`src/pcie_rb_pkg.sv`:
```
package pcie_rb_pkg;

    // one pdu flit, 16 dwords
    typedef logic [511:0] flit_t;

    // write-dma descriptor as the dma engine expects it
    typedef struct packed {
        logic [63:0] dst_addr;
        logic [63:0] src_addr;
        logic [7:0]  desc_id;
        logic [17:0] dw_count;
        logic [19:0] rsvd;
    } wrdm_desc_t;

    // control page, word 0
    typedef struct packed {
        logic [4:0]  total_core;
        logic [25:0] rb_size;
        logic        disabled;
    } ctrl_reg_t;

    // pointers are zero-extended to a full register word
    typedef struct packed {
        logic [31:0] head;
        logic [31:0] tail;
        logic [63:0] kmem_addr;
    } ring_sel_t;

    // page index starts at this bit of a bar 0 address
    localparam int PAGE_BITS = 12;
    localparam int REGS_PER_PAGE = 4;

    // byte offset bits inside one flit
    localparam int FLIT_BYTE_BITS = 6;
    localparam int DW_PER_FLIT = 16;

endpackage

```
`src/ring_sched.sv`:
```
`timescale 1ns/1ps

module ring_sched
    import pcie_rb_pkg::*;
#(
    parameter int NB_CORES = 4,
    parameter int RB_AWIDTH = 16
) (
    input  logic                               pcie_clk,
    input  logic                               pcie_reset_n,
    input  ctrl_reg_t                          ctrl,
    input  logic [NB_CORES-1:0][RB_AWIDTH-1:0] heads,
    input  logic [NB_CORES-1:0][63:0]          kmem_addrs,
    input  logic                               dma_done,
    input  logic [RB_AWIDTH-1:0]               new_tail,
    output logic [NB_CORES-1:0][RB_AWIDTH-1:0] tails,
    output ring_sel_t                          sel
);

    localparam int CORE_W = (NB_CORES > 1) ? $clog2(NB_CORES) : 1;

    logic [CORE_W-1:0] core_id;
    logic              last_core;

    // wrap at the host's core count, never past the last page
    assign last_core = (5'(core_id) == ctrl.total_core - 5'd1) ||
                       (32'(core_id) == NB_CORES - 1);

    always_ff @(posedge pcie_clk) begin
        if (!pcie_reset_n) begin
            tails   <= '0;
            core_id <= '0;
        end else if (dma_done) begin
            tails[core_id] <= new_tail;
            if (last_core) begin
                core_id <= '0;
            end else begin
                core_id <= core_id + 1'b1;
            end
        end
    end

    // active ring, one cycle behind core_id
    always_ff @(posedge pcie_clk) begin
        sel.head      <= 32'(heads[core_id]);
        sel.tail      <= 32'(tails[core_id]);
        sel.kmem_addr <= kmem_addrs[core_id];
    end

    a_core_in_range: assert property (@(posedge pcie_clk) disable iff (!pcie_reset_n)
        !ctrl.disabled |-> 5'(core_id) < ctrl.total_core);

endmodule

```
`config.mk`:
```
export PLATFORM = sky130hd
export DESIGN_NAME = ring_sched
export DESIGN_NICKNAME = d
export VERILOG_FILES = /design/src/pcie_rb_pkg.sv /design/src/ring_sched.sv
export SDC_FILE = /design/constraint.sdc
export NUM_CORES = 1
export LEC_CHECK = 0
export ABC_AREA = 1
export BUFFER_PORTS_ARGS = -buffer_cell sky130_fd_sc_hd__buf_2
export CAP_MARGIN = 20
export CORE_AREA = 3 3 215 217
export CTS_CLUSTER_SIZE = 8
export DETAILED_ROUTE_END_ITERATION = 10
export DIE_AREA = 0 0 218 220
export PLACE_DENSITY = 0.45
export SLEW_MARGIN = 5
export SYNTH_ARGS = -nofsm -noshare
export SYNTH_HDL_FRONTEND = slang
export SYNTH_SLANG_ARGS = --single-unit
```
`constraint.sdc`:
```
create_clock -name pcie_clk -period 2 [get_ports pcie_clk]
set_input_delay 0.4 -clock pcie_clk [delete_from_list [all_inputs] [get_ports pcie_clk]]
set_output_delay 0.4 -clock pcie_clk [all_outputs]
set_load 0.02 [all_outputs]
```
After elaboration in Yosys (flattened, before gate mapping)
Cells that the tools add are included.
Widths: inputs -> output; s select.
{"block": "op_classes", "add_sub_neg": 2, "n_lt_le_gt_ge": 2, "eq_ne": 2, "n_mux": 10, "n_reduce_logical": 2}
{"op": "$bmux 64 s2", "n": 1}
{"op": "$bmux 16 s2", "n": 2}
{"op": "$bwmux 64", "n": 1}
{"op": "$mux 64", "n": 1}
{"op": "$mux 16", "n": 3}
{"op": "$demux 16 s2", "n": 1}
{"op": "$eq 2x5->1", "n": 1}
{"op": "$sub 5x1->5 const B", "n": 1}
{"op": "$lt 2x3->1 const B", "n": 1}
{"op": "$add 2x1->2 const B", "n": 1}
{"op": "$eq 2x2->1 const B", "n": 1}
{"op": "$ge 2x1->1 const B", "n": 1}
{"op": "$mux 2", "n": 1}
{"op": "$logic_and 1x1->1", "n": 1}
{"op": "$logic_or 1x1->1", "n": 1}
{"block": "totals", "reg_bits": 162, "inputBits": 371, "out_inout_bits": 192, "elab_cells": 26}

Longest topological paths before layout
Gate-level depths: netlist of run 1.
{"block": "depth", "ltp_word": 5, "depth_mapped": 11, "depth_no_buf": 9}

Least setup slack after synthesis of run 1
Ideal clock, no wire load.
{"block": "synth_path", "path_type": "flip-flop to flip-flop", "start": "register core_id[0]", "end": "register tails[10] in the netlist's numbering", "setup_ps": 116, "t_arrival_ps": 1606, "t_required_ps": 1884, "slack_ps": 278, "path_stages_with_launch": 12, "n_path_buf": 5, "synth_period_minus_slack_ps": 1722, "path_cell_list": "dfxtp_1 buf_6 buf_6 inv_4 buf_12 buf_6 ha_1 nand2_1 inv_2 buf_4 nor2_1 nor2_1"}
{"block": "synth_between", "elab_chain_cells": 5, "elab_cells_between_ends": 6, "classes_between": "2 x order compare; 3 x mux; 1 x reduce/logical"}
{"element": "from (decl)", "line_no": "ring_sched.sv:22", "text": "logic [CORE_W-1:0] core_id;"}
{"element": "from (signal assigned)", "line_no": "ring_sched.sv:38", "text": "core_id <= core_id + 1'b1;"}
{"element": "$lt 2x3->1 (implied by the code) / $ge 2x1->1 (equally long branches)", "line_no": "ring_sched.sv:34", "text": "tails[core_id] <= new_tail;"}
{"element": "$logic_and 1x1->1 (implied by the code)", "line_no": "ring_sched.sv:34"}
{"element": "$mux 16 (implied by the code)", "line_no": "ring_sched.sv:34"}
{"element": "$demux 16 s2 (*)", "line_no": "ring_sched.sv:34"}
{"element": "$bwmux 64 (*)", "line_no": "ring_sched.sv:34"}
{"element": "to (signal, indexed assignment)", "line_no": "ring_sched.sv:34"}
{"element": "to (decl)", "line_no": "ring_sched.sv:16", "text": "output logic [NB_CORES-1:0][RB_AWIDTH-1:0] tails,"}
Mark *: on every way between the ends. The rest lies on a longest branch, timed or not.
A chain may end at the register's enable or synchronous reset.

Worst setup path in the final report of run 1
{"block": "layout_path", "start": "register core_id[1]", "end": "register tails[1] in the netlist's numbering"}
The elaborated chain is that of the path after synthesis.

==> flow_metrics.py, run 1 <==
metrics = {
    "cells_and_area": {
        "final_core_utilization_pct": 24.2,
        "final_layout_size_suffix_gt1_share_pct": 38.4,
        "design.final.nets": 1827,
        "final_cells": 2058,
        "synthToLayoutAreaGrowth_pct": 46.7,
        "layout.filler_cells": 5011,
    },
    "timing": {
        "period_share_pct": 80.5,
        "finClkSkew_ns": 0.0138,
        "rsz0062_at_grt": "false",
        "setup_viol": 0,
        "worst-slew-pin-transition_ns": 0.541,
        "setup-tns-final_ns": 0,
        "timing.slew.headroom_pct": 63.9,
        "finalCriticalPeriod_ns": 1.61,
        "hold_viol_final": 0,
        "maxSlewViolCount": 0,
        "max_freq_mhz": 621,
    },
    "yosys": {
        "synth_area_per_cell_um2": 7.39,
        "yosys-top-cells-area": "dfxtp_1 44%, nor2_1 17%, o21ai_0 16%",
        "ys_warn_count": 0,
        "synth_largest_area_cell": "dfxtp_1",
        "synth.top_cell.area_share_pct": 44.3,
        "count_of_flip_flops_with_a_built_in_enable_after_synthesis": 0,
        "synth_flop_cell": "dfxtp_1",
        "synthArstFlopShare_pct": 0,
        "ys_seq_area_share_pct": 44.3,
        "synth.ff_latch_count": 162,
        "yosysUniqueCellTypes": 22,
        "synthCells": 990,
        "syn_area_mm2": 0.00732,
    },
    "drt": {
        "average_wire_per_cell_in_the_routed_design_um": 17.2,
        "drc": 0,
        "first_iter_violations": 520,
        "avgViaCountPerCell": 4.19,
        "postRouteAntennaNets": 0,
        "drt_pass1_iterations": 6,
        "via_count": 8633,
        "routed_wirelength_mm": 35.4,
    },
    "cts": {
        "worstSkewPairLatency_ns": 0.47,
        "cts.repair.resized": 0,
        "clk_root_buffer_cell": "clkbuf_16",
        "clkSlewWorstSetupHoldPaths_ns": 0.07,
        "cts_hold_buffers": 0,
        "cts_tree": "yes",
        "cts_buffer_count": 17,
        "cts_num_sinks": 162,
        "cts-htree-levels": 4,
        "clockBufferDepth": 2,
        "post-cts-setup-buffer-count": 0,
    },
    "placed_design": {
        "port_buffers": 503,
        "last_weighted_congestion_value_of_the_routability_driven_placer": 0.794,
        "place.detailed.instances": 2024,
        "post-dp-hpwl_mm": 27.0,
    },
    "worst_hold_path": {
        "hold_path_startpoint": "heads[6]",
        "hold_path_class": "primary input to flop",
        "min_delay_path_depth": 3,
    },
    "global_route": {
        "grt_util_all_layers_pct": 13.8,
        "grt_antenna_before_repair": 3,
        "grt_pass1_vias": 8202,
        "grt_remaining_overflow": 0,
        "largest_net_degree_at_the_start_of_global_routing": 115,
        "grt_first_pass_wirelength_mm": 50.0,
    },
    "pwr": {
        "power_density_mw_per_mm2": 885,
        "power.static_leakage_nw": 5.11,
        "power.ir.vdd_worst_mv": 0.509,
        "p_total_w": 0.00950,
    },
    "worst_setup_path": {
        "cp_data_required_time_ns": 2.41,
        "critical_setup_path_class": "flop to flop",
        "reg2regPathDepth": 6,
        "rr_startpoint": "core_id[1]",
        "worstSetupStartpointType": "flop",
        "critPathArrivalTime_ns": 2.02,
        "worst_setup_path_startpoint": "core_id[1]",
        "cp-end-kind": "flop",
        "crit_path_max_fanout": 18,
    },
    "floorplan": {
        "rows": 77,
        "dieArea_mm2": 0.0480,
        "chipWidth_um": 218,
        "core-area_mm2": 0.0443,
        "die-height_um": 220,
        "floorplan.io_pins": 563,
        "initial_core_util_pct": 16.5,
    },
    "run": {
        "drv_cap": 0,
    },
    "run_status": {
        "run_status": "finished clean",
    },
}
[cell usage after synthesis (2+ instances only)]
library cell and n:
dfxtp_1 162, inv_1 8, nor2_1 325, nand3_1 4, ha_1 5, buf_2 12
buf_4 38, nand2_1 11, clkbuf_2 2, o22ai_1 96, clkbuf_1 35, o21ai_0 230
a21oi_1 3, inv_2 5, buf_6 21, o21ai_1 27
[worst max-delay path: stages (launching register included)]
cell and delay, ns:
dfxtp_4 0.49, inv_2 0.15, ha_1 0.21, nand2_1 0.19
buf_4 0.28, o21ai_0 0.10, nor2_1 0.11
[report_power, final]
part           leakage [nW]  switching (W)  internal, W
sequential             1.35       0.000152      0.00362
combinational          3.48        0.00165     0.000875
clock                 0.274        0.00151      0.00170
[cells by family (layout without fill, tap and decap cells)]
family	count (synthesis)	in the layout	synth area share [%]
AOI/OAI and AO/OA	357	357	26.1
adders and majority gates	5	5	0.855
buffers and inverters	125	568	11.2
DFF	162	162	44.3
other	1	34	0.0513
and+or+nand+nor	340	340	17.5
[worst paths after layout]
kind	end	slack, ns
worst min-delay path	sel[102]	0.18
worst max register to register	tails[1]	0.39
worst max-delay path	tails[1]	0.39
worst min register to register	tails[45]	0.50
[cell type report]
type	instances	area, um2	area share [%]
flip-flops and latches	162	3250	30.3
clock buffers	20	467	4.35
clock inverters	12	95.1	0.886
well taps	592	741	6.90
inverters	14	57.6	0.536
multi-input cells	734	3370	31.4
repair buffers	522	2750	25.6
diodes	2	5.00	0.0466
[state kept, by name, summed over array words and instances (netlist names)]
register and count:
sel 96, core_id 2, tails 64
[per-stage QoR]
stage          instance area (um2)  setup WS, ns  hold WS [ns]
5_1_grt                      10700         0.212         0.170
2_1_floorplan                 7430         0.278         0.493
4_1_cts                      10700         0.351         0.123
6_report                     10700         0.390         0.177
3_3_place_gp                 10200         0.357         0.489
3_5_place_dp                 10200         0.374         0.492
[routing by layer]
| metal | vias to the layer above | track usage, % | part of all wire (%) |
|---|---|---|---|
| met2 | 368 | 23.0 | 48 |
| met3 | 49 | 4.38 | 8.3 |
| met4 | 2 | 7.37 | 3.9 |
| met1 | 3996 | 15.8 | 40 |
| met5 | - | 0 | 0.037 |
| li1 | 4218 | - | - |
[cell usage in the layout (no fill, tap or decap), types with 3 or more instances in the layout]
master and n:
buf_2 503, nor2_1 325, o21ai_0 230, dfxtp_1 160, o22ai_1 96, conb_1 32, o21ai_1 27, clkbuf_16 17
buf_4 12, nand2_1 11, inv_1 8, buf_12 7, inv_6 6, inv_2 5, ha_1 5, nand3_1 4
a21oi_1 3, clkbuf_8 3, clkinv_4 3
Note: power is estimated with default switching activity, not from simulation.
==> run 2: changes to the inputs <==
Settings changed: CORE_AREA 3 3 215 217 to 3 3 220 222, DIE_AREA 0 0 218 220 to 0 0 223 225.
Clock period 2 ns to 1.3 ns, I/O delays scaled along.
==> run 2 against run 1 <==
  * Utilization is 3.0 points higher
  * Wire length is 13% higher
  * Non-clock buffer count is 91 higher
  * The run now ends with setup timing left
  * Cell area is 18% higher
  * Via count is 6.8% higher
  * Final cell count is 5.2% higher
  * Global-route usage is 1.1 points higher
  * Setup slack worse by 0.45 ns
  * Critical endpoint is now sel[59]
  * Fmax is 19% higher
==> flow_metrics.py, run 2 (synthesis gave the netlist of run 1 again) <==
metrics = {
    "run_status": {
        "run_status": "finished with violations",
        "failed_checks": "setup timing",
    },
    "floorplan": {
        "core-area_mm2": 0.0466,
        "die-height_um": 225,
        "floorplan.io_pins": 563,
        "rows": 79,
        "chipWidth_um": 223,
        "initial_core_util_pct": 15.7,
        "dieArea_mm2": 0.0502,
    },
    "cts": {
        "clk_root_buffer_cell": "clkbuf_16",
        "worstSkewPairLatency_ns": 0.48,
        "clkSlewWorstSetupHoldPaths_ns": 0.07,
        "cts_num_sinks": 162,
        "clockBufferDepth": 2,
        "cts-htree-levels": 4,
        "cts_tree": "yes",
        "cts_buffer_count": 17,
    },
    "cells_and_area": {
        "seqCellArea_mm2": 0.00333,
        "final_layout_size_suffix_gt1_share_pct": 50.1,
        "number_of_flip_flops_in_the_largest_register": 96,
        "biggestRegsByFlops": "sel x96, tails x64, core_id x2",
        "design.final.nets": 1918,
        "layout_common_cells": "416 x buf_2, 310 x nor2_1, 110 x o21ai_0",
        "multi_input_comb_area_mm2": 0.00377,
        "final_common_cell": "buf_2",
        "largest-register": "sel",
        "layout.filler_cells": 5130,
        "synthToLayoutAreaGrowth_pct": 73.5,
    },
    "global_route": {
        "grt_first_pass_wirelength_mm": 55.9,
        "grt_util_all_layers_pct": 14.9,
        "largest_net_degree_at_the_start_of_global_routing": 67,
        "grt_antenna_before_repair": 4,
        "grt_pass1_vias": 9191,
        "grt_remaining_overflow": 0,
    },
    "timing": {
        "hold_viol_final": 0,
        "setup_viol": 4,
        "max_freq_mhz": 738,
        "rsz0062_at_grt": "true",
        "finClkSkew_ns": 0.0118,
        "period_share_pct": 104,
        "finalCriticalPeriod_ns": 1.35,
        "maxSlewViolCount": 0,
        "layout_setup_ws_ns": -0.0548,
        "fin_worst_hold_slack_ns": 0.0445,
    },
    "worst_setup_path": {
        "cp-end-kind": "flop",
        "critical_setup_path_class": "flop to flop",
        "crit_path_max_fanout": 23,
        "cp_data_required_time_ns": 1.66,
        "worstSetupStartpointType": "flop",
        "critPathArrivalTime_ns": 1.71,
    },
    "placed_design": {
        "post-dp-hpwl_mm": 29.3,
        "port_buffers": 503,
        "last_weighted_congestion_value_of_the_routability_driven_placer": 0.892,
        "dp_worst_setup_slack_ns": -0.125,
    },
    "worst_hold_path": {
        "hold_path_class": "primary input to flop",
    },
    "pwr": {
        "power_density_mw_per_mm2": 1260,
        "power.ir.vdd_worst_mv": 0.666,
        "power.static_leakage_nw": 5.88,
    },
    "drt": {
        "postRouteAntennaNets": 0,
        "avgViaCountPerCell": 4.26,
        "drt_pass1_iterations": 5,
        "routed_wirelength_mm": 40.1,
        "via_count": 9219,
        "drc": 0,
        "average_wire_per_cell_in_the_routed_design_um": 18.5,
        "first_iter_violations": 391,
    },
    "run": {
        "drv_cap": 0,
    },
}
run 2: cell types whose count changed in the layout (fill, tap and decap cells not counted), moves of 67 or more:
cell	previous run	this run
o21ai_0	230	110
buf_4	12	105
buf_2	503	416
o21ai_1	27	102
dfxtp_1	160	93
dfxtp_2	0	67
run 2: where the power goes:
part           total (W)  switching (W)  leakage (nW)  internal [W]
clock network    0.00520        0.00238         0.287       0.00282
registers        0.00584       0.000248          1.38       0.00559
logic            0.00492        0.00290          4.22       0.00203
run 2: final cells by class:
class | instances | area share (%)
clock inverter | 12 | 0.956
inverter | 14 | 0.700
clock buffer | 20 | 3.68
antenna | 2 | 0.0394
tap | 607 | 5.98
timing repair buffer | 613 | 32.7
sequential | 162 | 26.3
multi-input combinational | 734 | 29.7
run 2: metal layers:
metal | wire, um | GRT usage, %
met1 | 15500 | 16.6
met2 | 19500 | 25.7
met3 | 3540 | 4.86
met4 | 1580 | 7.26
met5 | 33 | 0
run 2: path summary, 6_finish.rpt:
| check | start | endpoint | slack, ns | depth (start not counted) |
|---|---|---|---|---|
| max | core_id[0] | sel[59] | -0.05 | 5 |
| min | kmem_addrs[106] | sel[42] | 0.04 | 3 |
| max reg2reg | core_id[0] | sel[59] | -0.05 | 5 |
| min reg2reg | tails[43] | tails[43] | 0.48 | 2 |
run 2: through the flow:
stage / TNS [ns] / total power (W) / cells / util [%] / cell area [um2]
after detailed placement: -1.91 / 0.0101 / 2081 / 22.9 / 10700
after global placement: -1.67 / 0.0101 / 2081 / 22.9 / 10700
after floorplan: -7.93 / 0.00822 / 1021 / - / 7540
after CTS: -0.289 / 0.0161 / 2155 / 26.5 / 12400
final: -0.0630 / 0.0160 / 2164 / 27.3 / 12700
after global routing: -2.16 / 0.0168 / 2162 / 27.3 / 12700
run 2: repair_timing:
item / in CTS / in global routing
hold buffers: 26 / 0
pin swaps: 10 / 16
buffers inserted: 13 / 5
resized for setup: 275 / 124
gates cloned: 3 / 3
hold endpoints to repair: 23 / 0
endpoints found under the setup margin: 170 / 133
run 2: critical path, stage by stage (launching register included):
cell     delay [ns]
dfxtp_4        0.36
buf_12         0.15
buf_16         0.16
buf_4          0.17
o21ai_0        0.25
o22ai_2        0.12
==> run 3: changes to the inputs <==
Settings changed: SETUP_SLACK_MARGIN from default to 0.15.
==> run 3 against run 2 <==
  * Die area unchanged
  * First-iteration DRC count decreased by 5.4%
  * Via count increased by 3.2%
  * Wire length increased by 4.2%
  * Flip-flop and latch count unchanged
  * Largest cell class unchanged
  * Critical endpoint is now tails[12]
  * Non-clock buffer count increased by 54
  * The run still ends with setup timing left
==> flow_metrics.py, run 3 (synthesis gave the netlist of run 1 again) <==
metrics = {
    "cts": {
        "cts_num_sinks": 162,
        "clk_root_buffer_cell": "clkbuf_16",
        "cts_tree": "yes",
        "cts_buffer_count": 17,
        "worstSkewPairLatency_ns": 0.48,
        "cts-htree-levels": 4,
        "clkSlewWorstSetupHoldPaths_ns": 0.07,
        "clockBufferDepth": 2,
    },
    "drt": {
        "first_iter_violations": 370,
        "drc": 0,
        "average_wire_per_cell_in_the_routed_design_um": 18.8,
        "via_count": 9515,
        "postRouteAntennaNets": 0,
        "routed_wirelength_mm": 41.8,
        "drt_pass1_iterations": 5,
        "avgViaCountPerCell": 4.29,
    },
    "pwr": {
        "clock_network_power_share_pct": 32.7,
        "power.share.switching_pct": 32.4,
        "power.share.sequential_pct": 34.3,
        "total_switching_power_w": 0.00564,
        "power.ir.vdd_worst_mv": 0.700,
        "combinationalPowerShare_pct": 33.0,
        "power.static_leakage_nw": 6.52,
        "cell_internal_pwr_w": 0.0117,
        "power_density_mw_per_mm2": 1220,
    },
    "worst_setup_path": {
        "path_buf_inv": 3,
        "worstSetupStartpointType": "flop",
        "crit_family": "buffers and inverters",
        "crit_path_max_fanout": 6,
        "critPathArrivalTime_ns": 1.69,
        "worst_path_largest_cell_delay_ns": 0.36,
        "critPathSlowestCell": "dfxtp_4",
        "crit_path_cell_trace": "buf_12 > inv_16 > ha_4 > nand2_8 > buf_12 > o21ai_2 > nor2_1",
        "critical_setup_path_class": "flop to flop",
        "cp_data_required_time_ns": 1.67,
        "cp-end-kind": "flop",
        "timing.critical_path.mode_cell": "buf_12",
    },
    "floorplan": {
        "dieArea_mm2": 0.0502,
        "floorplan.io_pins": 563,
        "initial_core_util_pct": 15.7,
        "die-height_um": 225,
        "chipWidth_um": 223,
        "rows": 79,
        "core-area_mm2": 0.0466,
    },
    "run": {
        "drv_cap": 0,
    },
    "worst_hold_path": {
        "hold_path_class": "primary input to flop",
    },
    "cells_and_area": {
        "synthToLayoutAreaGrowth_pct": 94.5,
        "biggestRegsByFlops": "sel x96, tails x64, core_id x2",
        "final_common_cell": "buf_2",
        "design.final.nets": 1973,
        "largest-register": "sel",
        "final_core_utilization_pct": 30.6,
        "layout_common_cells": "384 x buf_2, 296 x nor2_1, 137 x buf_6",
        "final_layout_size_suffix_gt1_share_pct": 58.0,
        "number_of_flip_flops_in_the_largest_register": 96,
    },
    "global_route": {
        "grt_pass1_vias": 9328,
        "grt_first_pass_wirelength_mm": 57.8,
        "largest_net_degree_at_the_start_of_global_routing": 48,
        "grt_antenna_before_repair": 4,
        "grt_remaining_overflow": 0,
        "grt_util_all_layers_pct": 15.4,
    },
    "placed_design": {
        "port_buffers": 503,
        "dp_worst_setup_slack_ns": -0.142,
        "post-dp-hpwl_mm": 27.8,
        "last_weighted_congestion_value_of_the_routability_driven_placer": 0.869,
    },
    "timing": {
        "finClkSkew_ns": 0.0136,
        "max_freq_mhz": 757,
        "maxSlewViolCount": 0,
        "setup_viol": 8,
        "layout_setup_ws_ns": -0.0214,
        "period_share_pct": 102,
        "rsz0062_at_grt": "true",
        "finalCriticalPeriod_ns": 1.32,
        "hold_viol_final": 0,
        "fin_worst_hold_slack_ns": 0.0404,
    },
    "run_status": {
        "run_status": "finished with violations",
        "failed_checks": "setup timing",
    },
}
==> run 3: changes by cell type in the layout (fill, tap and decap cells not counted), sizes merged <==
cell / before / now
bufinv: 1 / 5
clkbuf: 23 / 27
clkinvlp: 2 / 0
nand2: 11 / 12
bufbuf: 1 / 3
clkinv: 4 / 5
inv: 19 / 14
diode: 2 / 1
buf: 583 / 633
==> run 3: power by group through the flow <==
stage | clock network [W] | logic (W) | registers, W
2_1_floorplan | 0 | 0.00162 | 0.00664
3_3_place_gp | 0 | 0.00414 | 0.00591
3_5_place_dp | 0 | 0.00414 | 0.00592
4_1_cts | 0.00589 | 0.00538 | 0.00593
5_1_grt | 0.00604 | 0.00611 | 0.00601
6_report | 0.00568 | 0.00574 | 0.00595
==> run 3: cell type report <==
class | instances | area (um2)
Antenna cell | 1 | 2.50
Clock inverter | 10 | 183
Timing Repair Buffer | 667 | 5260
Clock buffer | 22 | 454
Fill cell | 4967 | 32300
Multi-Input combinational cell | 735 | 4070
Inverter | 14 | 91.3
Sequential cell | 162 | 3410
Tap cell | 607 | 759
==> run 3: worst reg2reg max path, stage by stage, from the launching register on <==
cell     delay (ns)
dfxtp_4        0.36
buf_12         0.14
inv_16         0.08
ha_4           0.16
nand2_8        0.10
buf_12         0.19
o21ai_2        0.12
nor2_1         0.06
==> run 3: final timing paths <==
check,slack [ns],cells past startpoint,startpoint,endpoint
worst min register to register,0.50,2,tails[39],tails[39]
worst min-delay path,0.04,3,kmem_addrs[26],sel[26]
worst max-delay path,-0.02,7,core_id[0],tails[12]
worst max register to register,-0.02,7,core_id[0],tails[12]
==> run 3: routing by layer <==
metal | up-vias | track usage [%] | share of wire [%]
li1 | 4539 | - | -
met1 | 4479 | 17.4 | 39
met2 | 424 | 26.9 | 50
met3 | 67 | 4.96 | 7.7
met4 | 6 | 6.48 | 3.7
met5 | - | 0 | 0.10
==> run 3: repair_timing <==
| item | CTS | global route |
|---|---|---|
| pin swaps | 37 | 28 |
| cloned | 10 | 6 |
| gates resized for setup | 473 | 192 |
| buffers inserted | 65 | 3 |
| setup endpoints to repair | 320 | 322 |
| endpoints found under the hold margin | 22 | 0 |
| hold buffers | 26 | 0 |
==> run 3: metrics by stage <==
stage | cells | cell area, um2 | setup TNS (ns) | total power (W)
global route | 2218 | 14200 | -1.76 | 0.0182
detailed placement | 2075 | 10600 | -1.17 | 0.0101
CTS | 2208 | 13600 | -0.0104 | 0.0172
floorplan | 1021 | 7540 | -7.97 | 0.00825
finish | 2218 | 14200 | -0.0899 | 0.0174
global placement | 2075 | 10600 | -1.05 | 0.0100
