--- src/pcie_rb_pkg.sv ---
package pcie_rb_pkg;

    // one pdu flit, 16 dwords
    typedef logic [511:0] flit_t;

    // write-dma descriptor as the dma engine expects it
    typedef struct packed {
        logic [63:0] dst_addr;
        logic [63:0] src_addr;
        logic [7:0]  desc_id;
        logic [17:0] dw_count;
        logic [19:0] rsvd;
    } wrdm_desc_t;

    // control page, word 0
    typedef struct packed {
        logic [4:0]  total_core;
        logic [25:0] rb_size;
        logic        disabled;
    } ctrl_reg_t;

    // pointers are zero-extended to a full register word
    typedef struct packed {
        logic [31:0] head;
        logic [31:0] tail;
        logic [63:0] kmem_addr;
    } ring_sel_t;

    // page index starts at this bit of a bar 0 address
    localparam int PAGE_BITS = 12;
    localparam int REGS_PER_PAGE = 4;

    // byte offset bits inside one flit
    localparam int FLIT_BYTE_BITS = 6;
    localparam int DW_PER_FLIT = 16;

endpackage

--- src/f2c_ring.sv ---
`timescale 1ns/1ps

module f2c_ring
    import pcie_rb_pkg::*;
#(
    parameter int RB_AWIDTH = 16,
    parameter int MAX_PDU_FLITS = 8,
    parameter int PEND_DEPTH = 4,
    localparam int BUF_AW = $clog2(PEND_DEPTH * MAX_PDU_FLITS),
    localparam int SIZE_W = $clog2(MAX_PDU_FLITS + 1)
) (
    input  logic                 pcie_clk,
    input  logic                 pcie_reset_n,
    input  ctrl_reg_t            ctrl,
    input  ring_sel_t            sel,
    input  logic                 update_valid,
    input  logic [SIZE_W-1:0]    update_size,
    output logic [BUF_AW-1:0]    base_addr,
    output logic                 base_addr_valid,
    output logic                 almost_full,
    output logic                 wrdm_desc_valid,
    output wrdm_desc_t           wrdm_desc_data,
    input  logic                 wrdm_desc_ready,
    output logic                 dma_done,
    output logic [RB_AWIDTH-1:0] new_tail
);

    localparam int SLOT_W = (PEND_DEPTH > 1) ? $clog2(PEND_DEPTH) : 1;
    localparam int CNT_W = $clog2(PEND_DEPTH + 1);

    // commit queue; the write pointer doubles as the open slot
    logic [BUF_AW-1:0] q_base [PEND_DEPTH];
    logic [SIZE_W-1:0] q_size [PEND_DEPTH];
    logic [SLOT_W-1:0] slot_idx;
    logic [SLOT_W-1:0] rd_ptr;
    logic [CNT_W-1:0]  q_count;
    logic              settle;
    logic [7:0]        desc_id;
    logic              accept;
    logic              can_issue;
    logic [31:0]       rb_size_w;
    logic [31:0]       free_space;
    logic [31:0]       tail_sum;
    logic [31:0]       next_tail;

    assign base_addr       = BUF_AW'(32'(slot_idx) * MAX_PDU_FLITS);
    assign base_addr_valid = (q_count != CNT_W'(PEND_DEPTH)) && !ctrl.disabled;
    assign almost_full     = q_count >= CNT_W'(PEND_DEPTH - 1);

    assign accept   = wrdm_desc_valid & wrdm_desc_ready;
    assign dma_done = accept;

    // free space and next tail of the selected ring
    assign rb_size_w  = 32'(ctrl.rb_size);
    assign free_space = (sel.head > sel.tail) ? sel.head - sel.tail - 32'd1
                                              : sel.head + rb_size_w - sel.tail - 32'd1;
    assign tail_sum   = sel.tail + 32'(q_size[rd_ptr]);
    assign next_tail  = (tail_sum >= rb_size_w) ? tail_sum - rb_size_w : tail_sum;

    assign can_issue = !wrdm_desc_valid && !settle && (q_count != '0) && !ctrl.disabled &&
                       (32'(q_size[rd_ptr]) <= free_space);

    always_ff @(posedge pcie_clk) begin
        if (!pcie_reset_n) begin
            slot_idx        <= '0;
            rd_ptr          <= '0;
            q_count         <= '0;
            settle          <= 1'b0;
            desc_id         <= '0;
            wrdm_desc_valid <= 1'b0;
        end else begin
            if (update_valid) begin
                slot_idx <= (32'(slot_idx) == PEND_DEPTH - 1) ? '0 : slot_idx + 1'b1;
            end
            if (accept) begin
                rd_ptr <= (32'(rd_ptr) == PEND_DEPTH - 1) ? '0 : rd_ptr + 1'b1;
            end
            case ({update_valid, accept})
                2'b10: q_count <= q_count + 1'b1;
                2'b01: q_count <= q_count - 1'b1;
                default: q_count <= q_count;
            endcase
            // scheduler needs a cycle to present the next core
            settle <= accept;
            if (accept) begin
                wrdm_desc_valid <= 1'b0;
            end else if (can_issue) begin
                wrdm_desc_valid <= 1'b1;
                desc_id         <= desc_id + 8'd1;
            end
        end
    end

    always_ff @(posedge pcie_clk) begin
        if (update_valid) begin
            q_base[slot_idx] <= base_addr;
            q_size[slot_idx] <= update_size;
        end
        if (can_issue) begin
            wrdm_desc_data.dst_addr <= sel.kmem_addr + (64'(sel.tail) << FLIT_BYTE_BITS);
            wrdm_desc_data.src_addr <= 64'(q_base[rd_ptr]) << FLIT_BYTE_BITS;
            wrdm_desc_data.desc_id  <= desc_id;
            wrdm_desc_data.dw_count <= 18'(32'(q_size[rd_ptr]) * DW_PER_FLIT);
            wrdm_desc_data.rsvd     <= '0;
            new_tail                <= next_tail[RB_AWIDTH-1:0];
        end
    end

    a_desc_stable: assert property (@(posedge pcie_clk) disable iff (!pcie_reset_n)
        wrdm_desc_valid && !wrdm_desc_ready |=> wrdm_desc_valid && $stable(wrdm_desc_data));

    a_no_commit_when_full: assert property (@(posedge pcie_clk) disable iff (!pcie_reset_n)
        update_valid |-> q_count < CNT_W'(PEND_DEPTH));

    a_tail_in_ring: assert property (@(posedge pcie_clk) disable iff (!pcie_reset_n)
        dma_done |-> 32'(new_tail) < rb_size_w);

endmodule

--- config.mk ---
export PLATFORM = sky130hd
export DESIGN_NAME = f2c_ring
export DESIGN_NICKNAME = d
export VERILOG_FILES = /design/src/pcie_rb_pkg.sv /design/src/f2c_ring.sv
export SDC_FILE = /design/constraint.sdc
export NUM_CORES = 1
export LEC_CHECK = 0
export BUFFER_PORTS_ARGS = -buffer_cell sky130_fd_sc_hd__buf_2
export CAP_MARGIN = 0
export CORE_MARGIN = 2
export CORE_UTILIZATION = 50
export DETAILED_ROUTE_END_ITERATION = 10
export PLACE_DENSITY = 0.83
export RECOVER_POWER = 25
export SYNTH_ARGS = -nofsm -noshare
export SYNTH_HDL_FRONTEND = slang
export SYNTH_SLANG_ARGS = --single-unit
--- constraint.sdc ---
create_clock -name pcie_clk -period 8 [get_ports pcie_clk]
set_input_delay 1.6 -clock pcie_clk [delete_from_list [all_inputs] [get_ports pcie_clk]]
set_output_delay 1.6 -clock pcie_clk [all_outputs]
set_load 0.03 [all_outputs]
; ---- Word level (Yosys, flattened, before mapping)
; Memories as Yosys holds them, arrays and structs flattened. A register that Yosys moved wholly into a read port is not among the register bits.
; Cells that the tools add are included.
[word_totals]
elab_cells = 59
out_inout_bits = 199
ff_bits = 114
ramBits = 24
inputBits = 168
n_memories = 2
romBits = 0
latch_bits = 0
[classes]
n_eq_ne = 5
shifts = 0
order_cmp = 4
div_mod_pow = 0
n_addsub = 13
multipliers = 0
reduce_logical = 12
bitwise = 3
mux = 9
[memory_table]
columns = name, words, width, read_ports, rd_clocked_by_memory_dff, wr, line_no
row1 = q_size, 4, 4, 1, 1, 1, f2c_ring.sv:33  ; logic [SIZE_W-1:0] q_size [PEND_DEPTH];
row2 = q_base, 4, 2, 1, 1, 1, f2c_ring.sv:32  ; logic [BUF_AW-1:0] q_base [PEND_DEPTH];
[ops]
columns = op, count
row1 = adder 64 x 38 -> 64 bit, 1
row2 = "subtractor 32 x 1 -> 32 bit, second input constant", 2
row3 = subtractor 32 bit, 2
row4 = adder 32 x 26 -> 32 bit, 1
row5 = adder 32 x 4 -> 32 bit, 1
row6 = greater-or-equal comparator 32 x 26 -> 1 bit, 1
row7 = > comparator 32 bit, 1
row8 = less-or-equal comparator 4 x 32 -> 1 bit, 1
row9 = two-way mux 32 bit, 1
row10 = two-way mux 16 bit, 1
row11 = subtractor 16 bit, 1
row12 = "adder 8 x 1 -> 8 bit, second input constant", 1
row13 = two-way mux 2 bit, 4
row14 = "== test 2 bit, second input constant", 3
row15 = case mux 3 bit (2 select lines), 1
row16 = logical AND 1 bit, 5
row17 = "adder 2 x 1 -> 2 bit, second input constant", 2
row18 = "adder 3 x 1 -> 3 bit, second input constant", 1
row19 = "greater-or-equal comparator 3 x 2 -> 1 bit, second input constant", 1
row20 = zero test 1 bit, 3
row21 = "inequality test 3 bit, second input constant", 1
row22 = nonzero test 3 bit, 1
row23 = "subtractor 3 x 1 -> 3 bit, second input constant", 1
row24 = "== test 2 x 1 -> 1 bit, second input constant", 1
row25 = 6 further kinds, 8

; ---- Depth between registers and ports, before layout
; Gate-level depths: netlist of the first run.
[depth]
depth_word = 7
depth_mapped = 23
mapped_depth_nobuf = 22

; ---- Worst setup path before layout of the first run
; OpenSTA, ideal clock, no wires.
[synth_path]
path_type = input to register
startpoint = input sel[90] (netlist bit)
endpoint = register new_tail[0] (enable)
n_path_buf = 2
path_slack_ns = 0.250
required_ns = 7.525
t_arrival_ns = 7.275
setup_time_ns = 0.475
path_stages = 19
cell_sequence = inv_1 > ha_1 > fa_1 > o311ai_0 > o211a_1 > a2bb2oi_1 > clkbuf_1 > nor2_1 > a21oi_1 > ha_1 > nor2b_1 > o21ai_0 > nand2b_1 > a21oi_1 > a41oi_1 > o21ai_0 > a221oi_2 > buf_4 > nor2_2
[synth_between]
elab_chain_cells = 5
word_cells_on_any_way = 8
classes_between = add/sub (4) / order compare (2) / mux (1) / reduce/logical (1)
[synth_lines]
columns = item, line_no
row1 = start: declaration, f2c_ring.sv:15  ; input ring_sel_t sel,
row2 = "subtractor 32 bit, on equally long branches", "f2c_ring.sv:56, f2c_ring.sv:55"
row3 = "subtractor 32 x 1 -> 32 bit, on equally long branches", "f2c_ring.sv:56, f2c_ring.sv:55"
row4 = two-way mux 32 bit *, f2c_ring.sv:55  ; assign free_space = (sel.head > sel.tail) ? sel.head - sel.tail - 32'd1
row5 = less-or-equal comparator 4 x 32 -> 1 bit *, f2c_ring.sv:61  ; (32'(q_size[rd_ptr]) <= free_space);
row6 = logical AND 1 bit *, f2c_ring.sv:60  ; assign can_issue = !wrdm_desc_valid && !settle && (q_count != '0) && !ctrl.disabled &&
row7 = named net can_issue, f2c_ring.sv:40  ; logic can_issue;
row8 = end signal: assignment, f2c_ring.sv:105  ; new_tail <= next_tail[RB_AWIDTH-1:0];
row9 = end: declaration, f2c_ring.sv:25  ; output logic [RB_AWIDTH-1:0] new_tail
; Mark *: on every way through the listed nets, which the timed path passes. The rest lies on a longest branch.
; A chain may end at the register's enable or synchronous reset.

; ---- Final worst setup path of the first run
[layout_path]
startpoint = input sel[90] (netlist bit)
endpoint = register wrdm_desc_data[147] (netlist bit) (enable)
[layout_between]
elab_chain_cells = 5
word_cells_on_any_way = 8
classes_between = add/sub (4) / order compare (2) / mux (1) / reduce/logical (1)
[layout_lines]
columns = item, line_no
row1 = "subtractor 32 bit, on equally long branches", "f2c_ring.sv:56, f2c_ring.sv:55"
row2 = "subtractor 32 x 1 -> 32 bit, on equally long branches", "f2c_ring.sv:56, f2c_ring.sv:55"
row3 = two-way mux 32 bit *, f2c_ring.sv:55
row4 = less-or-equal comparator 4 x 32 -> 1 bit *, f2c_ring.sv:61
row5 = logical AND 1 bit *, f2c_ring.sv:60
row6 = named net can_issue, f2c_ring.sv:40
row7 = end: declaration, f2c_ring.sv:22  ; output wrdm_desc_t wrdm_desc_data,
; Marked as above.

==> results of run 1 <==
[cell families after synthesis]
family / count (synthesis)
simple gates: 405
compound gates: 372
buf+inv: 321
fa+ha+maj: 173
flops: 137
xor+xnor: 132
mux: 35
other cells: 1
[cell usage in the layout, fill, tap and decap left out, types with 17 or more instances in the layout]
cell type and n:
nand3_1 34, clkbuf_1 19, a21o_1 53, a31oi_1 20
o21ai_0 56, xor2_1 51, edfxtp_1 118, a21oi_1 114
ha_1 136, clkbuf_16 17, dfxtp_1 19, and3_1 22
nand2_1 75, buf_2 244, inv_1 191, xnor2_1 81
conb_1 99, o21bai_1 19, nor2_1 96, fa_1 37
nor3_1 40, nand4_1 37
[layer usage]
layer / GRT usage [%] / wire length, um / vias up
met1: 30.88 / 15290 / 5913
met4: 10.74 / 1285 / 2
met5: 0 / 13 / -
li1: - / - / 5980
met2: 44.33 / 18660 / 557
met3: 5.173 / 2969 / 89
[power by group through the flow]
stage	Combinational [mW]	Sequential (mW)	Clock, mW
floorplan	0.858	1.07	0
global placement	1.26	0.928	0
detailed placement	1.29	0.930	0
CTS	1.30	0.916	0.814
global route	1.44	0.924	0.845
finish	1.31	0.916	0.806
[registers in the layout, summed over array words and instances, names as in the netlist, named ones only]
register / cells
desc_id: 8
new_tail: 16
q_base: 8
q_count: 3
q_size: 16
rd_ptr: 2
settle: 1
slot_idx: 2
wrdm_desc_data: 78
wrdm_desc_valid: 1
[how the worst max path moves through the flow]
stage | start | end | slack (ps) | depth (start not counted)
after floorplan | sel[90] | new_tail[0] | 250 | 19
after global placement | ctrl[2] | wrdm_desc_data[146] | 1240 | 18
after detailed placement | sel[90] | wrdm_desc_data[147] | 1170 | 19
after CTS | sel[90] | wrdm_desc_data[141] | 1620 | 19
after global routing | sel[90] | wrdm_desc_data[166] | 1170 | 19
final | sel[90] | wrdm_desc_data[147] | 1430 | 19
[per-stage QoR]
stage | cells | setup slack, ps | hold WS, ps
global placement | 2194 | 1241 | 431.7
floorplan | 1674 | 250.2 | 422.3
global route | 2229 | 1167 | 485.4
finish | 2232 | 1428 | 470.2
detailed placement | 2194 | 1172 | 455.5
CTS | 2226 | 1622 | 463.3
[area by class of cell]
| cell class | count | area (um^2) |
|---|---|---|
| Fill cell | 2399 | 11740 |
| Multi-Input combinational cell | 1216 | 9021 |
| Sequential cell | 137 | 3924 |
| Timing Repair Buffer | 272 | 1376 |
| Inverter | 191 | 716.9 |
| Tap cell | 378 | 473.0 |
| Clock buffer | 18 | 429.2 |
| Clock inverter | 14 | 162.7 |
| Antenna cell | 6 | 15.01 |
==> metrics.yaml, run 1 <==
die_width_um: 172.3
hold_end: "wrdm_desc_data[45]"
switchingPower_mw: 1.196
hold_depth: 0
grt_pass1_wl_um: 59800
wl_um: 38220
track_usage_pct: 25.56
synthSimpleGateAreaFrac_pct: 14.82
viasPerCell: 5.619
cts_tree: "yes"
end_kind: "flop"
holdCritPathClass: "reg2reg"
finalHoldViolCount: 0
netlist_instances: 1576
chipHeight_um: 172.3
numCtsBuffers: 17
antenna_found_initial: 7
p_sw_share_pct: 39.45
detail_route.wl_per_cell_um: 17.12
post-synth-top-count-cell: "inv_1"
p_leak_nw: 7.495
synthTopCellsByCount: "191 x inv_1, 136 x ha_1, 118 x edfxtp_1, 114 x a21oi_1, 100 x buf_4"
critPathTopFamily: "compound AO/OA/AOI/OAI gates"
grt-ovfl-total: 0
synth_top_area_share_pct: 25.01
dp_hpwl_um: 31280
fin_setup_tns_ps: 0
critPathMaxStageDelay_ps: 930
first_pass_iters: 5
clk_path_buf_depth: 2
ant_nets: 0
drive_gt1_share_pct: 17.59
crit_chain: "buf_2 > inv_1 > ha_1 > fa_1 > o311ai_0 > o211a_1 > a2bb2oi_1 > buf_4 > a21oi_1 > ha_1 > nor2b_1 > o21ai_0 > nand2b_1 > a21oi_1 > a41oi_1 > o21ai_0 > a221oi_2 > nor2_4 > buf_12"
path_buf_inv: 4
fp-row-count: 61
reg2reg_to: "new_tail[4]"
worstSkewPairLatency_ps: 430
drt_iter0_drc: 1039
placed_area_mm2: 0.01553
crit_arrival_ps: 6710
relSlewSlack_pct: 29.25
fin_util_pct: 57.86
grt_max_degree: 61
drv_slew: 0
start_util_pct: 50.85
worstSetupPathType: "in2reg"
setup_violations: 0
ys_top_cells_by_area: "edfxtp_1 25%, ha_1 12%, buf_4 5.3%"
synthMuxAreaShare_pct: 3.374
worstPathMaxFanout: 60
synthArstFlopShare_pct: 0
yosys.area_share.adder_pct: 17.24
min_period_ps: 6572
fin_crit_sh_pct: 82.16
maxCapViolCount: 0
hold_path.startpoint: "desc_id[7]"
cts-root-buf: "clkbuf_16"
cp_slowest_cell: "o311ai_0"
fmax_mhz: 152.2
p_seq_share_pct: 30.2
status: "finished, final reports clean"
synth_cell_types: 81
synth-compound-area-share_pct: 17.43
netlist_area_mm2: 0.01417
grt_pass1_vias: 12250
required_ps: 8140
p_clk_share_pct: 26.6
p_int_mw: 1.835
reg2reg_slack_ps: 2180
synth-edff-count: 118
final_area_mm2: 0.01612
p_total_mw: 3.031
routabilityCongestion: 0.9469
cts_resized: 0
p_comb_share_pct: 43.2
ys_ff_latch: 137
drc_errors: 0
ctsHoldBuffers: 0
syn2layout_area_growth_pct: 13.78
synth_xor_area_share_pct: 8.161
coreArea_mm2: 0.02786
skew_ps: 14.91
dieArea_mm2: 0.02969
startpoint_type: "primary input"
clkSlewWorstSetupHoldPaths_ps: 60
peakVddDrop_uv: 165.6
ff2ff_path_depth: 18
num_vias: 12540
rsz0062_at_grt: "no"
power_density_mw_per_mm2: 188.0
yosysSeqAreaShare_pct: 27.70
synth_area_leader_cell: "edfxtp_1"
cts_max_level: 4
worstMarginPinSlew_ps: 1048
synth_flop_cell: "edfxtp_1"
ioPinCount: 367
io_buffers: 262
synth_top_family_by_area: "compound AO/OA/AOI/OAI gates"
layout.nets: 2176
cts.sinks: 137
avgSynthCellArea_um2: 8.989
yosysWarnings: 0
postCtsSetupBuffers: 0
Note: power is estimated with default switching activity, not from simulation.
==> run 2, diff against run 1 <==
==> constraint.sdc (replaced) <==
create_clock -name pcie_clk -period 5.3 [get_ports pcie_clk]
set_input_delay 1.06 -clock pcie_clk [delete_from_list [all_inputs] [get_ports pcie_clk]]
set_output_delay 1.06 -clock pcie_clk [all_outputs]
set_load 0.03 [all_outputs]
==> run 2 against run 1 <==
  * Clock skew grew 1.6 ps
  * Wire length grew 8.5%
  * Die area is the same
  * Global-route usage grew 2.3 points
  * Via count grew 4.7%
  * Sequential power grew 52%
  * Sequential cell count is the same
  * Final area grew 7.0%
  * Clock-buffer cell count grew 1
  * Core utilization grew 4.1 points
  * First-iteration DRC count grew 7.5%
  * Register-to-register slack lost 2000 ps
==> metrics.yaml, run 2 (synthesis results as in run 1) <==
status: "finished, final reports clean"  # unchanged
stdcell_count: 2359  # was 2232
worstMarginPinSlew_ps: 789.8  # was 1048 ps
setup_violations: 0  # unchanged
start_util_pct: 50.85  # unchanged
postCtsSetupBuffers: 0  # unchanged
cts.sinks: 137  # unchanged
p_clk_share_pct: 26.5  # was 26.6%
peakVddDrop_uv: 269.9  # was 165.6 uV
numPlacedInstances: 2320  # was 2194
seq_area_mm2: 0.003924  # unchanged
maxCapViolCount: 0  # unchanged
hold_path.startpoint: "desc_id[7]"  # unchanged
cts-root-buf: "clkbuf_16"  # unchanged
end_kind: "flop"  # unchanged
largest_register_ffs: 78  # unchanged
drt_iter0_drc: 1117  # was 1039
ioPinCount: 367  # unchanged
clk_path_buf_depth: 2  # unchanged
regMostFlops: "wrdm_desc_data"  # unchanged
routabilityCongestion: 0.9423  # was 0.9469
grt-ovfl-total: 0  # unchanged
antenna_found_initial: 10  # was 7
syn2layout_area_growth_pct: 21.75  # was 13.78%
num_vias: 13140  # was 12540
grt_pass1_vias: 12750  # was 12250
ctsHoldBuffers: 0  # unchanged
top_regs: "wrdm_desc_data x78, new_tail x16, q_size x16"  # unchanged
track_usage_pct: 27.83  # was 25.56%
p_leak_nw: 8.131  # was 7.495 nW
drive_gt1_share_pct: 23.76  # was 17.59%
finalHoldViolCount: 0  # unchanged
detail_route.wl_per_cell_um: 17.58  # was 17.12 um
power_density_mw_per_mm2: 280.2  # was 188.0 mW/mm^2
worstSetupPathType: "reg2reg"  # was in2reg
p_comb_share_pct: 44.8  # was 43.2%
viasPerCell: 5.568  # was 5.619
p_int_mw: 2.988  # was 1.835 mW
dieArea_mm2: 0.02969  # unchanged
p_seq_share_pct: 28.7  # was 30.2%
fin_util_pct: 61.91  # was 57.86%
worstSkewPairLatency_ps: 440  # was 430 ps
clkSlewWorstSetupHoldPaths_ps: 70  # was 60 ps
die_width_um: 172.3  # unchanged
wl_um: 41470  # was 38220 um
fillCellCount: 2341  # was 2399
drv_slew: 0  # unchanged
io_buffers: 262  # unchanged
final_cell_mix: "246 x buf_2, 187 x inv_1, 131 x buf_4"  # was 244 x buf_2, 191 x inv_1, 136 x ha_1
ant_nets: 0  # unchanged
holdCritPathClass: "reg2reg"  # unchanged
cts_tree: "yes"  # unchanged
grt_pass1_wl_um: 64490  # was 59800 um
startpoint_type: "flop"  # was primary input
first_pass_iters: 6  # was 5
worstPathMaxFanout: 16  # was 60
layout.nets: 2302  # was 2176
numCtsBuffers: 17  # unchanged
required_ps: 5490  # was 8140 ps
fp-row-count: 61  # unchanged
fin_crit_sh_pct: 97.11
cts_max_level: 4  # unchanged
rsz0062_at_grt: "no"  # unchanged
fmax_mhz: 194.3
grt_max_degree: 30  # was 61
dp_hpwl_um: 34110  # was 31280 um
p_sw_share_pct: 38.16  # was 39.45%
final_common_cell: "buf_2"  # unchanged
switchingPower_mw: 1.844  # was 1.196 mW
coreArea_mm2: 0.02786  # unchanged
crit_arrival_ps: 5340  # was 6710 ps
min_period_ps: 5147
multiInputGateArea_mm2: 0.009136  # was 0.009021 mm^2
skew_ps: 16.48  # was 14.91 ps
cts_resized: 0  # unchanged
relSlewSlack_pct: 46.79  # was 29.25%
chipHeight_um: 172.3  # unchanged
drc_errors: 0  # unchanged
## run 2: changes by cell type in the layout (fill, tap and decap cells not counted), moves of 3 or more
cell,delta
inv_2,+3
ha_1,-7
inv_1,-4
ha_4,+6
buf_4,+122
## run 2: power by group through the flow
| stage | clock network [mW] | logic, mW | registers, mW |
|---|---|---|---|
| after floorplan | 0 | 1.33 | 1.60 |
| after global placement | 0 | 2.07 | 1.40 |
| after detailed placement | 0 | 2.13 | 1.41 |
| after CTS | 1.29 | 2.14 | 1.38 |
| after global routing | 1.33 | 2.37 | 1.40 |
| final | 1.28 | 2.17 | 1.39 |
## run 2: per-stage QoR
stage / worst slack [ps] / hold slack [ps] / TNS (ps) / total power [mW] / instance area (um^2)
floorplan: -442.8 / 422.3 / -42390 / 2.935 / 14680
global placement: -61.29 / 429.3 / -4176 / 3.477 / 16610
detailed placement: -163.8 / 441.3 / -8351 / 3.535 / 16610
CTS: 5.811 / 462.0 / 0 / 4.818 / 17240
global route: 4.589 / 482.0 / 0 / 5.092 / 17240
finish: 153.2 / 460.3 / 0 / 4.832 / 17250
## run 2: worst max-delay path, stage by stage, from the launching register on
cell and delay (ps):
dfxtp_1 400, buf_4 160, mux4_2 540, ha_1 360, a21o_1 170, a21oi_1 80
buf_4 180, or3_1 350, xnor2_2 160, ha_1 310, a21oi_1 160, nor2b_1 50
o21ai_0 180, nand2_1 90, a31oi_2 200, nor2b_1 100, nor3_1 250, o21ai_0 150
buf_4 170, a211oi_4 260, buf_12 200, mux2_2 360
## run 2: path summary, 6_finish.rpt
path	end	slack [ps]	cells past startpoint
worst max-delay path	new_tail[1]	150	21
worst min-delay path	wrdm_desc_data[45]	460	0
worst max register to register	new_tail[1]	150	21
worst min register to register	wrdm_desc_data[45]	460	0
## run 2: cell type report
type | count | share of cell area [%]
multi-input combinational | 1216 | 52.97
sequential | 137 | 22.75
timing repair buffer | 398 | 13.58
inverter | 191 | 4.229
tap | 378 | 2.742
clock buffer | 19 | 2.510
clock inverter | 13 | 1.117
antenna | 7 | 0.1016
## run 2: per-layer routing
layer,track usage (%),routed length (um),up-vias
met5,0,38,-
met3,7.027,3467,114
met4,11.91,1591,6
met1,32.76,16300,6156
li1,-,-,6253
met2,48.16,20070,606
==> run 3, diff against run 2 <==
==> constraint.sdc (replaced) <==
create_clock -name pcie_clk -period 4.6 [get_ports pcie_clk]
set_input_delay 0.92 -clock pcie_clk [delete_from_list [all_inputs] [get_ports pcie_clk]]
set_output_delay 0.92 -clock pcie_clk [all_outputs]
set_load 0.03 [all_outputs]
==> run 3 against run 2 <==
  * The run now ends with negative setup slack left
  * Register-to-register slack lost 440 ps
  * Global-route usage rose by 4.4 points
  * Via count rose by 13%
  * Largest power group unchanged
  * Final area is 14% higher
  * Sequential share of layout area shrank 2.9 points
  * Combinational power is 43% higher
  * Final cell count rose by 9.5%
  * First-iteration DRC count rose by 27%
  * Sequential power rose by 15%
==> metrics.yaml, run 3 (synthesis results as in run 1) <==
cts_max_level: 4  # unchanged
violations: "negative setup slack"
grt_pass1_wl_um: 74230  # was 64490 um
relSlewSlack_pct: 47.96  # was 46.79%
crit_chain: "buf_2 > fa_1 > inv_2 > ha_4 > nand4_1 > or4_1 > a311o_1 > and3_4 > o41ai_4 > mux2i_2 > a211oi_2 > nand4_1 > a221oi_2 > buf_4 > buf_6 > nor2_4 > buf_6"  # was buf_4 > mux4_2 > ha_1 > a21o_1 > a21oi_1 > buf_4 > or3_1 > xnor2_2 > ha_1 > a21oi_1 > nor2b_1 > o21ai_0 > nand2_1 > a31oi_2 > nor2b_1 > nor3_1 > o21ai_0 > buf_4 > a211oi_4 > buf_12 > mux2_2
skew_ps: 13.64  # was 16.48 ps
cts_tree: "yes"  # unchanged
antenna_found_initial: 9  # was 10
numPlacedInstances: 2506  # was 2320
finalHoldViolCount: 0  # unchanged
worstSkewPairLatency_ps: 440  # about the same
largest_register_ffs: 78  # unchanged
grt_pass1_vias: 14810  # was 12750
power_density_mw_per_mm2: 309.2  # was 280.2 mW/mm^2
num_vias: 14860  # was 13140
cp_slowest_cell: "or4_1"  # was mux4_2
peakVddDrop_uv: 284.0  # was 269.9 uV
io_buffers: 262  # unchanged
track_usage_pct: 32.27  # was 27.83%
dp_slack_ps: -710.5  # was -163.8 ps
layout.nets: 2528  # was 2302
grt_max_degree: 18  # was 30
drv_slew: 0  # unchanged
dieArea_mm2: 0.02969  # unchanged
final_area_mm2: 0.01974  # was 0.01725 mm^2
routabilityCongestion: 0.9781  # was 0.9423
fmax_mhz: 203.7
rsz0062_at_grt: "yes"  # was no
holdCritPathClass: "reg2reg"  # unchanged
worstPathMaxFanout: 7  # was 16
crit_arrival_ps: 5050  # was 5340 ps
ant_nets: 0  # unchanged
dp_hpwl_um: 36500  # was 34110 um
detail_route.wl_per_cell_um: 19.48  # was 17.58 um
fp-row-count: 61  # unchanged
min_period_ps: 4909
cts.sinks: 137  # unchanged
wl_um: 50350  # was 41470 um
start_util_pct: 50.85  # unchanged
syn2layout_area_growth_pct: 39.34  # was 21.75%
placed_area_mm2: 0.01805  # was 0.01661 mm^2
status: "finished with violations"  # was finished, final reports clean
clk_path_buf_depth: 2  # unchanged
drive_gt1_share_pct: 35.91  # was 23.76%
cts-root-buf: "clkbuf_16"  # unchanged
required_ps: 4740  # was 5490 ps
ioPinCount: 367  # unchanged
fin_ws_ps: -309.2  # was 153.2 ps
worstSetupPathType: "in2reg"  # was reg2reg
fin_crit_sh_pct: 106.7
grt-ovfl-total: 0  # unchanged
first_pass_iters: 6  # unchanged
startpoint_type: "primary input"  # was flop
p_leak_nw: 9.433  # was 8.131 nW
end_kind: "flop"  # unchanged
chipHeight_um: 172.3  # unchanged
coreArea_mm2: 0.02786  # unchanged
viasPerCell: 5.749  # was 5.568
setup_violations: 119  # was 0
maxCapViolCount: 0  # unchanged
regMostFlops: "wrdm_desc_data"  # unchanged
final_cell_mix: "331 x buf_4, 244 x buf_2, 166 x inv_1"  # was 246 x buf_2, 187 x inv_1, 131 x buf_4
stdcell_count: 2584  # was 2359
drt_iter0_drc: 1417  # was 1117
die_width_um: 172.3  # unchanged
top_regs: "wrdm_desc_data x78, new_tail x16, q_size x16"  # unchanged
critPathMaxStageDelay_ps: 550  # was 540 ps
final_common_cell: "buf_4"  # was buf_2
numCtsBuffers: 17  # unchanged
p_total_mw: 6.103  # was 4.832 mW
drc_errors: 0  # unchanged
clkSlewWorstSetupHoldPaths_ps: 60  # was 70 ps
worstMarginPinSlew_ps: 780.6  # was 789.8 ps
[run 3: cell count changes in the layout (fill, tap and decap cells not counted), sizes merged]
cell,delta
clkinv,+5
inv,-3
bufinv,-1
clkbuf,-10
diode,-1
nor2,+1
buf,+235
clkinvlp,-1
[run 3: area by class of cell]
cell class,instances,area [um^2]
inverters,191,734.5
clock inverters,13,153.9
multi-input cells,1217,9659
repair buffers,623,4343
flip-flops and latches,137,3928
fillers,1902,8119
diodes,6,15.01
clock buffers,19,432.9
well taps,378,473.0
[run 3: critical path: cells and delay by family]
kind	cells	cell delay, ps
adder cells (fa/ha/maj)	2	790
multiplexers	1	310
AND/OR/NAND/NOR	5	1500
buffers and inverters	5	670
AO/OA/AOI/OAI	4	830
[run 3: report_power, final]
| part | switching (mW) | leakage, nW | internal, mW |
|---|---|---|---|
| logic | 1.76 | 7.90 | 1.35 |
| clock network | 0.540 | 0.283 | 0.847 |
| registers | 0.0553 | 1.24 | 1.55 |
| total | 2.36 | 9.43 | 3.75 |
[run 3: repair_timing]
| action | in CTS | in global routing |
|---|---|---|
| endpoints found under the setup margin | 119 | 119 |
| pin swaps | 25 | 30 |
| cloned | 5 | 3 |
| hold buffers | 0 | 0 |
| gates resized for setup | 83 | 81 |
| setup buffers | 25 | 12 |
[run 3: path summary, 6_finish.rpt]
check,end,slack (ps),cells after the start,from
worst max-delay path,wrdm_desc_data[114],-310,17,sel[77]
worst min-delay path,wrdm_desc_data[42],480,0,desc_id[4]
worst max register to register,new_tail[2],-290,20,flop
worst min register to register,wrdm_desc_data[42],480,0,desc_id[4]
[run 3: stage by stage]
stage	hold WS, ps	util (%)	setup TNS (ps)
finish	482.5	70.86	-25290
global route	504.4	70.84	-34110
CTS	490.3	69.27	-3540
detailed placement	438.9	64.79	-75590
global placement	442.9	64.79	-68550
floorplan	422.3	-	-96150
[run 3: per-layer routing]
metal	part of all wire (%)	global-route usage, %	vias up	wire, um
met2	48	55.44	965	24110
met1	36	34.96	6909	18230
li1	-	-	6678	-
met4	7.1	22.03	6	3572
met3	8.7	8.286	297	4401
met5	0.073	0	-	37
